===== src/logic/sbusPkg.sv =====
////////////////////////////////////////////////////////////
// Storage bus types shared by requester, memory and collector.
// Word bits are numbered 35..0 here, not in KL10 0..35 order.
////////////////////////////////////////////////////////////
package sbusPkg;

  // Bus widths
  localparam int busWordBits = 36;  // One KL10 data word
  localparam int busAddrBits = 22;  // Physical word address
  localparam int quadWords   = 4;   // Words moved per quadword cycle

  // One data word as it travels on the bus
  typedef logic [busWordBits-1:0] busWord;

  // Word address, low two bits pick the word inside the quadword
  typedef logic [busAddrBits-1:0] busAddr;

  // Request mask, bit k asks for sequence position k
  typedef logic [quadWords-1:0] rqMask;

  // Word offset inside the quadword, wraps mod 4
  typedef logic [$clog2(quadWords)-1:0] wordOff;

endpackage

===== src/logic/readCollector.sv =====
////////////////////////////////////////////////////////////
// Takes every valid bus word, no back-pressure possible.
// Word count is 16 bits and wraps.
////////////////////////////////////////////////////////////
`timescale 1ns/10ps

module readCollector
  import sbusPkg::*;
(
  input  logic        SBUS,
  input  logic        arstN,
  input  logic        dataValid,
  input  busWord      busD,
  input  logic        dataPar,
  output logic        rdValid,
  output busWord      rdData,
  output logic        rdParErr,
  output logic [15:0] wordCount
);

  logic parBad;  // Recomputed parity disagrees with bus

  // Good word when XOR of data matches stored parity
  assign parBad = (^busD) != dataPar;

  always_ff @(posedge SBUS or negedge arstN) begin
    if (!arstN) begin
      rdValid   <= 1'b0;
      rdParErr  <= 1'b0;
      wordCount <= '0;
    end else begin
      rdValid  <= dataValid;            // One stage behind the bus
      rdParErr <= dataValid && parBad;  // Flag only real words
      if (dataValid) begin
        wordCount <= wordCount + 16'd1;
      end
    end
  end

  // Data register, only meaningful with rdValid
  always_ff @(posedge SBUS) begin
    if (dataValid) begin
      rdData <= busD;
    end
  end

  // Memory drives zero data and parity between words
  busIdlesZero: assert property (@(posedge SBUS) disable iff (!arstN)
    !dataValid |-> (busD == '0) && !dataPar);

endmodule


===== config.mk =====
export PLATFORM = sky130hd
export DESIGN_NAME = readCollector
export DESIGN_NICKNAME = d
export VERILOG_FILES = /design/src/logic/sbusPkg.sv /design/src/logic/readCollector.sv
export SDC_FILE = /design/constraint.sdc
export NUM_CORES = 1
export LEC_CHECK = 0
export ABC_CLOCK_PERIOD_IN_PS = 3120
export BUFFER_PORTS_ARGS = -buffer_cell sky130_fd_sc_hd__buf_2
export CAP_MARGIN = 10
export CORE_MARGIN = 2
export CORE_UTILIZATION = 35
export CTS_BUF_LIST = sky130_fd_sc_hd__clkbuf_8
export CTS_CLUSTER_DIAMETER = 120
export DETAILED_ROUTE_END_ITERATION = 6
export SYNTH_ARGS = -nofsm -noshare
export SYNTH_HDL_FRONTEND = slang
export SYNTH_SLANG_ARGS = --single-unit

===== constraint.sdc =====
create_clock -name SBUS -period 3.12 [get_ports SBUS]
set_clock_uncertainty 0.2 [all_clocks]
set_input_delay 0.156 -clock SBUS [delete_from_list [all_inputs] [get_ports SBUS]]
set_output_delay 0.156 -clock SBUS [all_outputs]
set_load 0.05 [all_outputs]

# After elaboration in Yosys (flattened, before gate mapping)
# Cells that the tools add are included.
[word_totals]
register_bits = 54
out_inout_bits = 54
[op_classes]
add_sub_neg = 1
n_eq_ne = 1
reduce_logical = 2
[ops]
columns = ["op", "n"]
rows = [
  ["parity 36 bit", 1],
  ["adder 16 x 1 -> 16 bit, second input constant", 1],
  ["logical AND 1 bit", 1],
  ["!= test 1 bit", 1],
]

# Depth between registers and ports, before layout
[depth]
depth_word = 3
depth_mapped = 5

# Least setup slack after synthesis
# OpenSTA, ideal clock, no wires.
[synth_path]
path_type = "flip-flop to flip-flop"
startpoint = "reg wordCount[3]"
endpoint = "reg wordCount[13]"
setup_ns = 0.082
arrival_time_ns = 1.620
required_time_ns = 2.838
setup_slack_ns = 1.218
path_stages_with_launch = 6
path_cell_list = "dfrtp_1 and3_1 nand4_1 or2_1 nor3_1 xor2_1"
[synth_via]
elab_chain_len = 1
[synth_lines]
columns = ["item", "line_no", "rtl"]
rows = [
  ["start, declared", "readCollector.sv:18", "output logic [15:0] wordCount"],
  ["start signal, assigned", "readCollector.sv:35", "wordCount <= wordCount + 16'd1;"],
  ["adder 16 x 1 -> 16 bit", "readCollector.sv:35", ""],
]
# No other way between the ends.
# A chain may end at the register's enable or synchronous reset.

# Worst setup path after layout
[layout_path]
startpoint = "in busD[25]"
endpoint = "reg rdParErr"
[layout_via]
elab_chain_len = 3
[layout_lines]
columns = ["item", "line_no", "rtl"]
rows = [
  ["start, declared", "readCollector.sv:13", "input busWord busD,"],
  ["parity 36 bit", "readCollector.sv:24", "assign parBad = (^busD) != dataPar;"],
  ["!= test 1 bit", "readCollector.sv:24", ""],
  ["logical AND 1 bit", "readCollector.sv:33", "rdParErr <= dataValid && parBad;"],
  ["end signal, assigned", "readCollector.sv:33", ""],
  ["end, declared", "readCollector.sv:17", "output logic rdParErr,"],
]
# No other way between the ends.

==> out/qor.txt <==
Layout area overhead = 49.4%
Final setup TNS = 0 ns
EDFF count, synth = 36
Width of the die = 82.5 µm
CTS tree = yes
Post-CTS setup repair buffer count = 0
Cts bufs inserted = 5
Cell row count = 28
Final cell count without fillers = 346
Post-DP HPWL = 3060 µm
Pleak = 1.45 nW
WL/cell = 13.2 µm
Post-synth top cells = 36 x edfxtp_1, 32 x xnor2_1, 18 x dfrtp_1
CP arrival = 1.97 ns
Leading post-synthesis cells by cell area = edfxtp_1 50%, dfrtp_1 21%, xnor2_1 13%
Max Cap Viol = 0
Clk network pwr share = 0.230
Ys Warns = 0
Drt drc = 0
Reg power frac = 0.440
CTS Sinks = 54
Placed inst area = 2720 µm²
Largest net degree at the start of global routing = 42
Maximum vdd drop = 0.000516 V
Cell taking the most area after synthesis = edfxtp_1
Sw Share = 0.360
Required @ worst endpoint = 3.15 ns
Seq/Total Area, Yosys = 0.711
Fin util = 0.544
Remaining antenna violation count = 0
Post-Synthesis Net Count = 172
Main synth FF type = edfxtp_1
GR Overflow Total = 0
Status = complete, no violations
Ports = 94
DR pass1 iterations = 4
Clk_lat worst skew = 0.31 ns
Combinational share of power = 0.330
Routability cong. = 0.707
Reg clk slew, reported paths = 0.10 ns
Max Slew Vio Count = 0
CP Launch Type = primary input
DR vias/cell = 4.36
Worst Hold Class = in2async
FMAX = 516 MHz
Power per cell area = 652 nW/µm²
Cell Area, Synth = 2150 µm²
Layout cell share with drive strength beyond 1 = 0.380
CP Max Fanout = 2
Clock Path Buffers = 2
Vias = 1508
Netlist cell types = 16
Dpl cells = 300
Flops & latches, synth = 54
Most common cell in the netlist = edfxtp_1
Syn Inst Count = 131
All-Layer GR Usage = 0.133
Syn_area_per_cell = 16.4 µm²
RSZ-0062 raised after global routing = false
Final net count = 311
First-pass GRT wire length = 6710 µm
Yosys top cell area share = 0.502
Initial Utilization = 0.364
Async SR Flop Fraction = 0.333
Endpoints failing hold = 0
Endpoint class of the critical path = flip-flop
I/O Buffers = 93
Initial antenna violation count = 0
Hold Slack = 0.110 ns
Antenna Cells = 0
P_int = 1.34 mW
Worst-margin pin slew = 0.501 ns
Drt total wl = 4570 µm
Minimum clock period = 1.94 ns
Final Instance Area = 3220 µm²
Violation count after the first detailed-route iteration = 50
Vias in the first global route = 1467
Core footprint = 5920 µm²
Die area = 6800 µm²
Crit path kind = in2reg
Max-slew headroom = 0.666
H-tree levels = 2
# setup viols final = 0
Part of the cycle the worst path needs = 0.621
NetSw = 0.756 mW
Clock root buffer = clkbuf_8
Vert. Die Dim = 82.5 µm
flip-flops by register name, indices dropped and copies added, names as in the netlist:
signal / cells
rdParErr: 1
wordCount: 16
rdValid: 1
rdData: 36
layout by cell type, fill, tap and decap left out, types with 5 or more instances in the layout:
cell,count
buf_2,93
dlygate4sd3_1,38
edfxtp_1,36
xnor2_1,32
dfrtp_1,18
xor2_1,10
nand2_1,9
nor2_1,6
clkbuf_8,5
worst paths after layout:
check	startpoint	to	slack (ns)	depth (start not counted)
max in group asynchronous	arstN	wordCount[4]$_DFFE_PN0P_	2.32	2
hold / removal	arstN	wordCount[2]$_DFFE_PN0P_	0.11	2
min in group SBUS	wordCount[15]$_DFFE_PN0P_	wordCount[15]$_DFFE_PN0P_	0.27	1
setup / recovery	busD[25]	rdParErr$_DFF_PN0_	1.18	7
setup reg to reg	wordCount[4]$_DFFE_PN0P_	wordCount[13]$_DFFE_PN0P_	1.47	5
hold reg to reg	wordCount[15]$_DFFE_PN0P_	wordCount[15]$_DFFE_PN0P_	0.27	1
layout make-up:
| class | count | area [µm²] |
|---|---|---|
| Fill cell | 514 | 2700 |
| Multi-Input combinational cell | 77 | 623 |
| Clock inverter | 3 | 47.5 |
| Tap cell | 75 | 93.8 |
| Sequential cell | 54 | 1530 |
| Clock buffer | 5 | 68.8 |
| Timing Repair Buffer | 132 | 853 |
per-layer routing:
metal,vias up,share of wire,global-route usage
met5,-,0,0
met4,0,0.0052,0.0350
met3,4,0.086,0.0391
met2,69,0.46,0.222
met1,705,0.45,0.169
li1,730,-,-
critical path, cell delays in order:
cell and delay, ns:
dlygate4sd3_1 0.54, buf_2 0.14, xnor2_1 0.18, xnor3_1 0.42
xnor3_1 0.22, nand2b_1 0.16, mux2i_1 0.16
per-stage QoR:
stage	setup WS, ns	power (mW)
after detailed placement	1.42	1.60
after global routing	1.07	2.20
final	1.18	2.10
after floorplan	1.22	1.43
after global placement	1.44	1.59
after CTS	1.18	2.12
cell families after synthesis:
family | Yosys count | share of synthesized area
mux | 2 | 0.00987
fa+ha+maj | 1 | 0.00581
xor+xnor | 46 | 0.213
flops | 54 | 0.711
simple gates | 28 | 0.0610
timing repair:
action	4_1_cts	5_1_grt
endpoints found under the hold margin	55	0
resized for setup	0	0
endpoints found under the setup margin	0	0
hold buffers	38	0
power groups by stage:
stage               clock network (mW)  logic (mW)  registers (mW)
finish                           0.482       0.692           0.924
global route                     0.529       0.736           0.935
floorplan                            0       0.188            1.24
global placement                     0       0.658           0.936
detailed placement                   0       0.661           0.937
CTS                              0.499       0.699           0.923
No activity file was read; power rests on OpenSTA's default activity.
