$ cat config.mk
export PLATFORM = sky130hd
export DESIGN_NAME = sbusRequester
export DESIGN_NICKNAME = d
export VERILOG_FILES = /design/src/logic/sbusPkg.sv /design/src/logic/sbusRequester.sv
export SDC_FILE = /design/constraint.sdc
export NUM_CORES = 1
export LEC_CHECK = 0
export ABC_AREA = 1
export BUFFER_PORTS_ARGS = -buffer_cell sky130_fd_sc_hd__clkbuf_2
export CORE_UTILIZATION = 38
export DETAILED_ROUTE_END_ITERATION = 16
export PLACE_DENSITY_LB_ADDON = 0.2
export SYNTH_ARGS = -nofsm -noshare
export SYNTH_HDL_FRONTEND = slang
export SYNTH_SLANG_ARGS = --single-unit
export TNS_END_PERCENT = 10
$ cat constraint.sdc
create_clock -name SBUS -period 1.4 [get_ports SBUS]
set_clock_uncertainty 0.05 [all_clocks]
set_input_delay 0.07 -clock SBUS [delete_from_list [all_inputs] [get_ports SBUS]]
set_output_delay 0.07 -clock SBUS [all_outputs]
set_load 0.01 [all_outputs]
$ cat src/logic/sbusPkg.sv
////////////////////////////////////////////////////////////
// Storage bus types shared by requester, memory and collector.
// Word bits are numbered 35..0 here, not in KL10 0..35 order.
////////////////////////////////////////////////////////////
package sbusPkg;

  // Bus widths
  localparam int busWordBits = 36;  // One KL10 data word
  localparam int busAddrBits = 22;  // Physical word address
  localparam int quadWords   = 4;   // Words moved per quadword cycle

  // One data word as it travels on the bus
  typedef logic [busWordBits-1:0] busWord;

  // Word address, low two bits pick the word inside the quadword
  typedef logic [busAddrBits-1:0] busAddr;

  // Request mask, bit k asks for sequence position k
  typedef logic [quadWords-1:0] rqMask;

  // Word offset inside the quadword, wraps mod 4
  typedef logic [$clog2(quadWords)-1:0] wordOff;

endpackage
$ cat src/logic/sbusRequester.sv
////////////////////////////////////////////////////////////
// Issues one read quadword at a time, no overlap of commands.
// Commands while busy or with an empty mask are dropped.
////////////////////////////////////////////////////////////
`timescale 1ns/10ps

module sbusRequester
  import sbusPkg::*;
(
  input  logic   SBUS,
  input  logic   arstN,
  input  logic   cmdStart,
  input  busAddr cmdAddr,
  input  rqMask  cmdRq,
  input  logic   ackn,
  output logic   start,
  output busAddr adr,
  output rqMask  rq,
  output logic   busy,
  output logic   cmdDone
);

  logic [2:0] ackNeed;  // Acks owed for this command
  logic [2:0] ackSeen;  // Acks received so far
  logic       accept;   // Command taken this cycle
  logic       lastAck;  // Final ack of the command

  // Number of set request bits, one ack comes back per word
  function automatic logic [2:0] popCount(input rqMask m);
    logic [2:0] n;
    n = '0;
    for (int k = 0; k < quadWords; k++) begin
      n = n + 3'(m[k]);
    end
    return n;
  endfunction

  assign accept  = cmdStart && !busy && (cmdRq != '0);
  assign lastAck = ackn && ((ackSeen + 3'd1) == ackNeed);

  always_ff @(posedge SBUS or negedge arstN) begin
    if (!arstN) begin
      start   <= 1'b0;
      busy    <= 1'b0;
      cmdDone <= 1'b0;
      ackSeen <= '0;
      ackNeed <= '0;
    end else begin
      cmdDone <= 1'b0;                    // Single cycle pulse
      if (accept) begin
        start   <= 1'b1;                  // Raise start at acceptance
        busy    <= 1'b1;
        ackSeen <= '0;
        ackNeed <= popCount(cmdRq);
      end else if (busy && ackn) begin
        start   <= 1'b0;                  // Memory has latched us by now
        ackSeen <= ackSeen + 3'd1;
        if (lastAck) begin
          busy    <= 1'b0;
          cmdDone <= 1'b1;
        end
      end
    end
  end

  // Address and mask stay put until the next accepted command
  always_ff @(posedge SBUS) begin
    if (accept) begin
      adr <= cmdAddr;
      rq  <= cmdRq;
    end
  end

  // Start falls no later than busy
  startNeedsBusy: assert property (@(posedge SBUS) disable iff (!arstN)
    start |-> busy);

  // Memory must not acknowledge a transfer nobody asked for
  acknNeedsBusy: assert property (@(posedge SBUS) disable iff (!arstN)
    ackn |-> busy);

endmodule

---- Yosys cells after proc, flatten, opt, wreduce, memory -nomap -nowiden ----
Cells that the tools add are included.
W data, S select, Z words.
word-level totals
  flip-flop bits (word level) ............. 35
operators by class
  add/sub/neg operators ................... 4
  eq/ne operators ......................... 1
  mux-type cells .......................... 10
  reduce and logical (&&, ||, !) cells .... 9
operator list
  kind                   count
  $mux W1                8
  $mux W3                2
  $logic_and A1 B1 Y1    4
  $reduce_bool A2 Y1     2
  $reduce_bool A4 Y1     1
  $add A2 B1 Y3          1
  $add A3 B1 Y3          1
  $add A3 B1 Y3 const B  1
  $eq A3 B3 Y1           1
  $add A1 B1 Y2          1
  $reduce_and A2 Y1      1
  $logic_not A1 Y1       1

---- Logic depth before layout (Yosys ltp) ----
  depth after elaboration ................. 6
  mapped depth ............................ 8
  mapped depth without buffers ............ 8

---- Least setup slack after synthesis ----
No wires, ideal clock.
  path type ............................... input -> register
  from .................................... in cmdRq[0]
  to ...................................... reg ackNeed[1]
  library setup time ...................... 0.125 ns
  arrival time ............................ 1.223 ns
  path slack .............................. 0.001 ns
  stages on the path ...................... 7
  path buffers ............................ 0
  cells stage by stage .................... inv_1 > fa_1 > inv_1 > ha_1 > ha_1 > nand2_2 > o21ai_2
on the way
  cells in the longest elaborated chain, start to end .. 3
  elaborated cells between the ends (all ways) .. 5
  classes of those cells .................. add/sub: 3; reduce/logical: 2
RTL lines
  what                  line                 text
  from (decl)           sbusRequester.sv:14  input rqMask cmdRq,
  $add A1 B1 Y2         sbusRequester.sv:33  n = n + 3'(m[k]);
  $add A2 B1 Y3         sbusRequester.sv:33
  $add A3 B1 Y3         sbusRequester.sv:33
  to (signal assigned)  sbusRequester.sv:54  ackNeed <= popCount(cmdRq);
  to (decl)             sbusRequester.sv:23  logic [2:0] ackNeed;
Parallel ways exist; a longest one is shown, timed or not.
A chain may end at the register's enable or synchronous reset.

---- Worst setup path after layout ----
  from .................................... in cmdRq[3]
  to ...................................... reg adr[13], enable pin
on the way
  cells in the longest elaborated chain, start to end .. 2
RTL lines
  what                  line                 text
  $reduce_bool A4 Y1    sbusRequester.sv:38  assign accept = cmdStart && !busy && (cmdRq != '0);
  $logic_and A1 B1 Y1   sbusRequester.sv:38
  net accept            sbusRequester.sv:25  logic accept;
  to (signal assigned)  sbusRequester.sv:69  adr <= cmdAddr;
  to (decl)             sbusRequester.sv:17  output busAddr adr,
The timed path passes the listed nets, and every way through them passes these cells.

==> metrics.txt <==
Vias per Instance 4.17; DR vias between 900 and 1000; hpwl dp around 1.7 mm; CP Launch Type input port; met3 routed WL 183 µm; Post-synth top flop edfxtp_1; Register Area ~0.0010 mm²; DRC violations left 0; flops & latches, synth 35; Post-Synth Adder-Cell Area under 10%; clock latency on the worst-skew pair 0.33 ns; post-route cell area 0.00206 mm²; Site Rows 20; multiplexer share of the synthesized area 0%; Tightest Pin Transition about 0.36 ns; Final ANT Viol Nets 0; area share of the largest cell type after synthesis between 50 and 60%; CTS Sinks 35; number of synthesized flops with an enable pin 26; cells along the critical path clkbuf_2 -> dlygate4sd3_1 -> buf_4 -> nor2_1 -> nand2_1 -> nand2_2 -> inv_4; CP delay by family, top buffers and inverters; pwr/cell area between 1000 and 1500 mW/mm²; GPL Wtd Cong between 0.7 and 0.8; area of the multi-input gates between 200 and 300 µm²; # setup viols final 0; routed len/inst 10.8 µm; syn avg cell area between 10 and 15 µm²; crit end category register; final WL 2.55 mm; Leak a little under 0.001 µW; Crit-path slowest cell dlygate4sd3_1; Simple-Gate Fraction of Synth Area approximately an eighth; reg2reg end adr[13]; top cells by count, synth edfxtp_1 (26), nand2_1 (21), inv_1 (10), dfrtp_1 (9); TritonCTS buffer count 5; Fin Setup TNS 0 ns; Worst-path clk slew approximately 0.11 ns; initial antenna violation count 0; io pins 59; Max Used Layer met4; WP depth 7; crit path launch cmdRq[3]; Hold Vio Cnt, Final 0; Core Area 0.00318 mm²; cell with the most instances after synthesis edfxtp_1; diode count 0; chip height 60.8 µm; Required @ worst endpoint 1.34 ns; filler instances about 260; yosys warns 0; Congestion Overflow GR 0; Root Buffer clkbuf_4; Tcrit/Tclk final 93.1%; Final Max Tran Viols 0; Hold WS approximately 0.063 ns; status completed; synthesized cell area approximately 0.0013 mm²; share of layout cells above drive strength 1 around 44%; CTS Buffer Depth 2; CP Data Arrival Time roughly 1.3 ns; sequential fraction of the synthesis area about three quarters; largest family of logic cells by synthesized area simple AND/OR/NAND/NOR gates; Synth Area in XOR/XNOR between 1 and 1.5%; Area Growth Syn to Fin 56.7%; relative slew slack roughly three quarters; critical path class in -> reg; Crit path buffers/inverters 4; VDD IR max between 0.0007 and 0.0008 V; pin count of the biggest net entering global routing 32; Die Span X ~61 µm; dominant cells by area after synthesis edfxtp_1 (59%), dfrtp_1 (17%), nand2_1 (6.0%); fmax 768 MHz; Worst R2R Setup Slack roughly 0.11 ns; cells after synthesis 91; die outline area 0.00370 mm²; post-synth top area cell edfxtp_1; worst stage delay on the critical path 0.54 ns; reg2reg start busy; All-Layer GR Usage 16.0%; TritonCTS clock tree done; M1 wire length around 1.0 mm; Routed met2 length 1.32 mm; Tmin final 1.30 ns; Post-synth ARST share between 20% and 30%; initial drt markers 10; vias in the first global route approximately 1000; first-pass GRT wire length ~4.1 mm; Synth Area in Compound Gates 1.43%; Initial DRT Pass Iterations 4; Hold WC Path Type in -> async; max cap viols 0; Pwr Total 2880 µW; Initial Util roughly two fifths; Synth cell types 18; placed cell area between 0.0015 and 0.002 mm²; fin nets 226; I/O Buffers 58; H-tree depth 2; reg2reg path depth 3; critical path peak fanout 31; Post-Syn Nets 126; crit path capture adr[13]; final core occ 64.8%
worst min path at each step:
| stage | startpoint | endpoint |
|---|---|---|
| final | arstN | cmdDone |
| after floorplan | arstN | ackNeed[0] |
| after detailed placement | arstN | ackSeen[1] |
| after global routing | arstN | ackSeen[0] |
| after CTS | arstN | cmdDone |
| after global placement | arstN | ackSeen[1] |
cell usage in the layout, fill, tap and decap left out, drive strengths merged:
| cell | count |
|---|---|
| buf | 7 |
| clkbuf | 63 |
| clkinv | 3 |
| dfrtp | 9 |
| dlygate4sd3 | 28 |
| edfxtp | 26 |
| fa | 1 |
| ha | 4 |
| inv | 12 |
| nand2 | 25 |
| nand3 | 3 |
| nand3b | 1 |
| nor2 | 5 |
| o21ai | 3 |
| xnor2 | 1 |
| xor2 | 1 |
area by class of cell:
| cell class | count | area share (%) |
|---|---|---|
| flip-flops and latches | 35 | 48.8 |
| repair buffers | 93 | 30.2 |
| multi-input cells | 44 | 13.4 |
| well taps | 44 | 2.67 |
| inverters | 12 | 2.31 |
| clock buffers | 5 | 1.82 |
| clock inverters | 3 | 0.729 |
power by group:
part	switching, µW	internal (µW)
sequential	105	1370
clock	314	187
combinational	489	413
total	908	1970
metrics by stage:
stage	std cells	setup slack [ns]
finish	236	0.0973
global route	236	-0.00119
CTS	235	0.0727
detailed placement	199	-0.128
global placement	199	-0.110
floorplan	91	0.00143
per-layer routing:
metal  global-route usage (%)  vias to the layer above
met5                        0                        -
met4                     6.82                        0
met3                     6.18                        5
met2                     29.8                       37
met1                     15.7                      441
li1                         -                      502
registers in the layout, summed over array words and instances (netlist names):
name and count:
adr 22, cmdDone 1, ackNeed 3, rq 4, ackSeen 3, busy 1, start 1
cell families after synthesis:
logic type                 Yosys count
DFF                                 35
and+or+nand+nor                     34
buffers and inverters               12
adders and majority gates            5
AOI/OAI and AO/OA                    3
xor gates and xnor gates             2
what timing repair did:
item,CTS,global route
hold endpoints to repair,36,0
gates resized for setup,0,2
hold buffers,28,0
buffers inserted,0,1
endpoints found under the setup margin,0,2
Note: power is estimated with default switching activity, not from simulation.
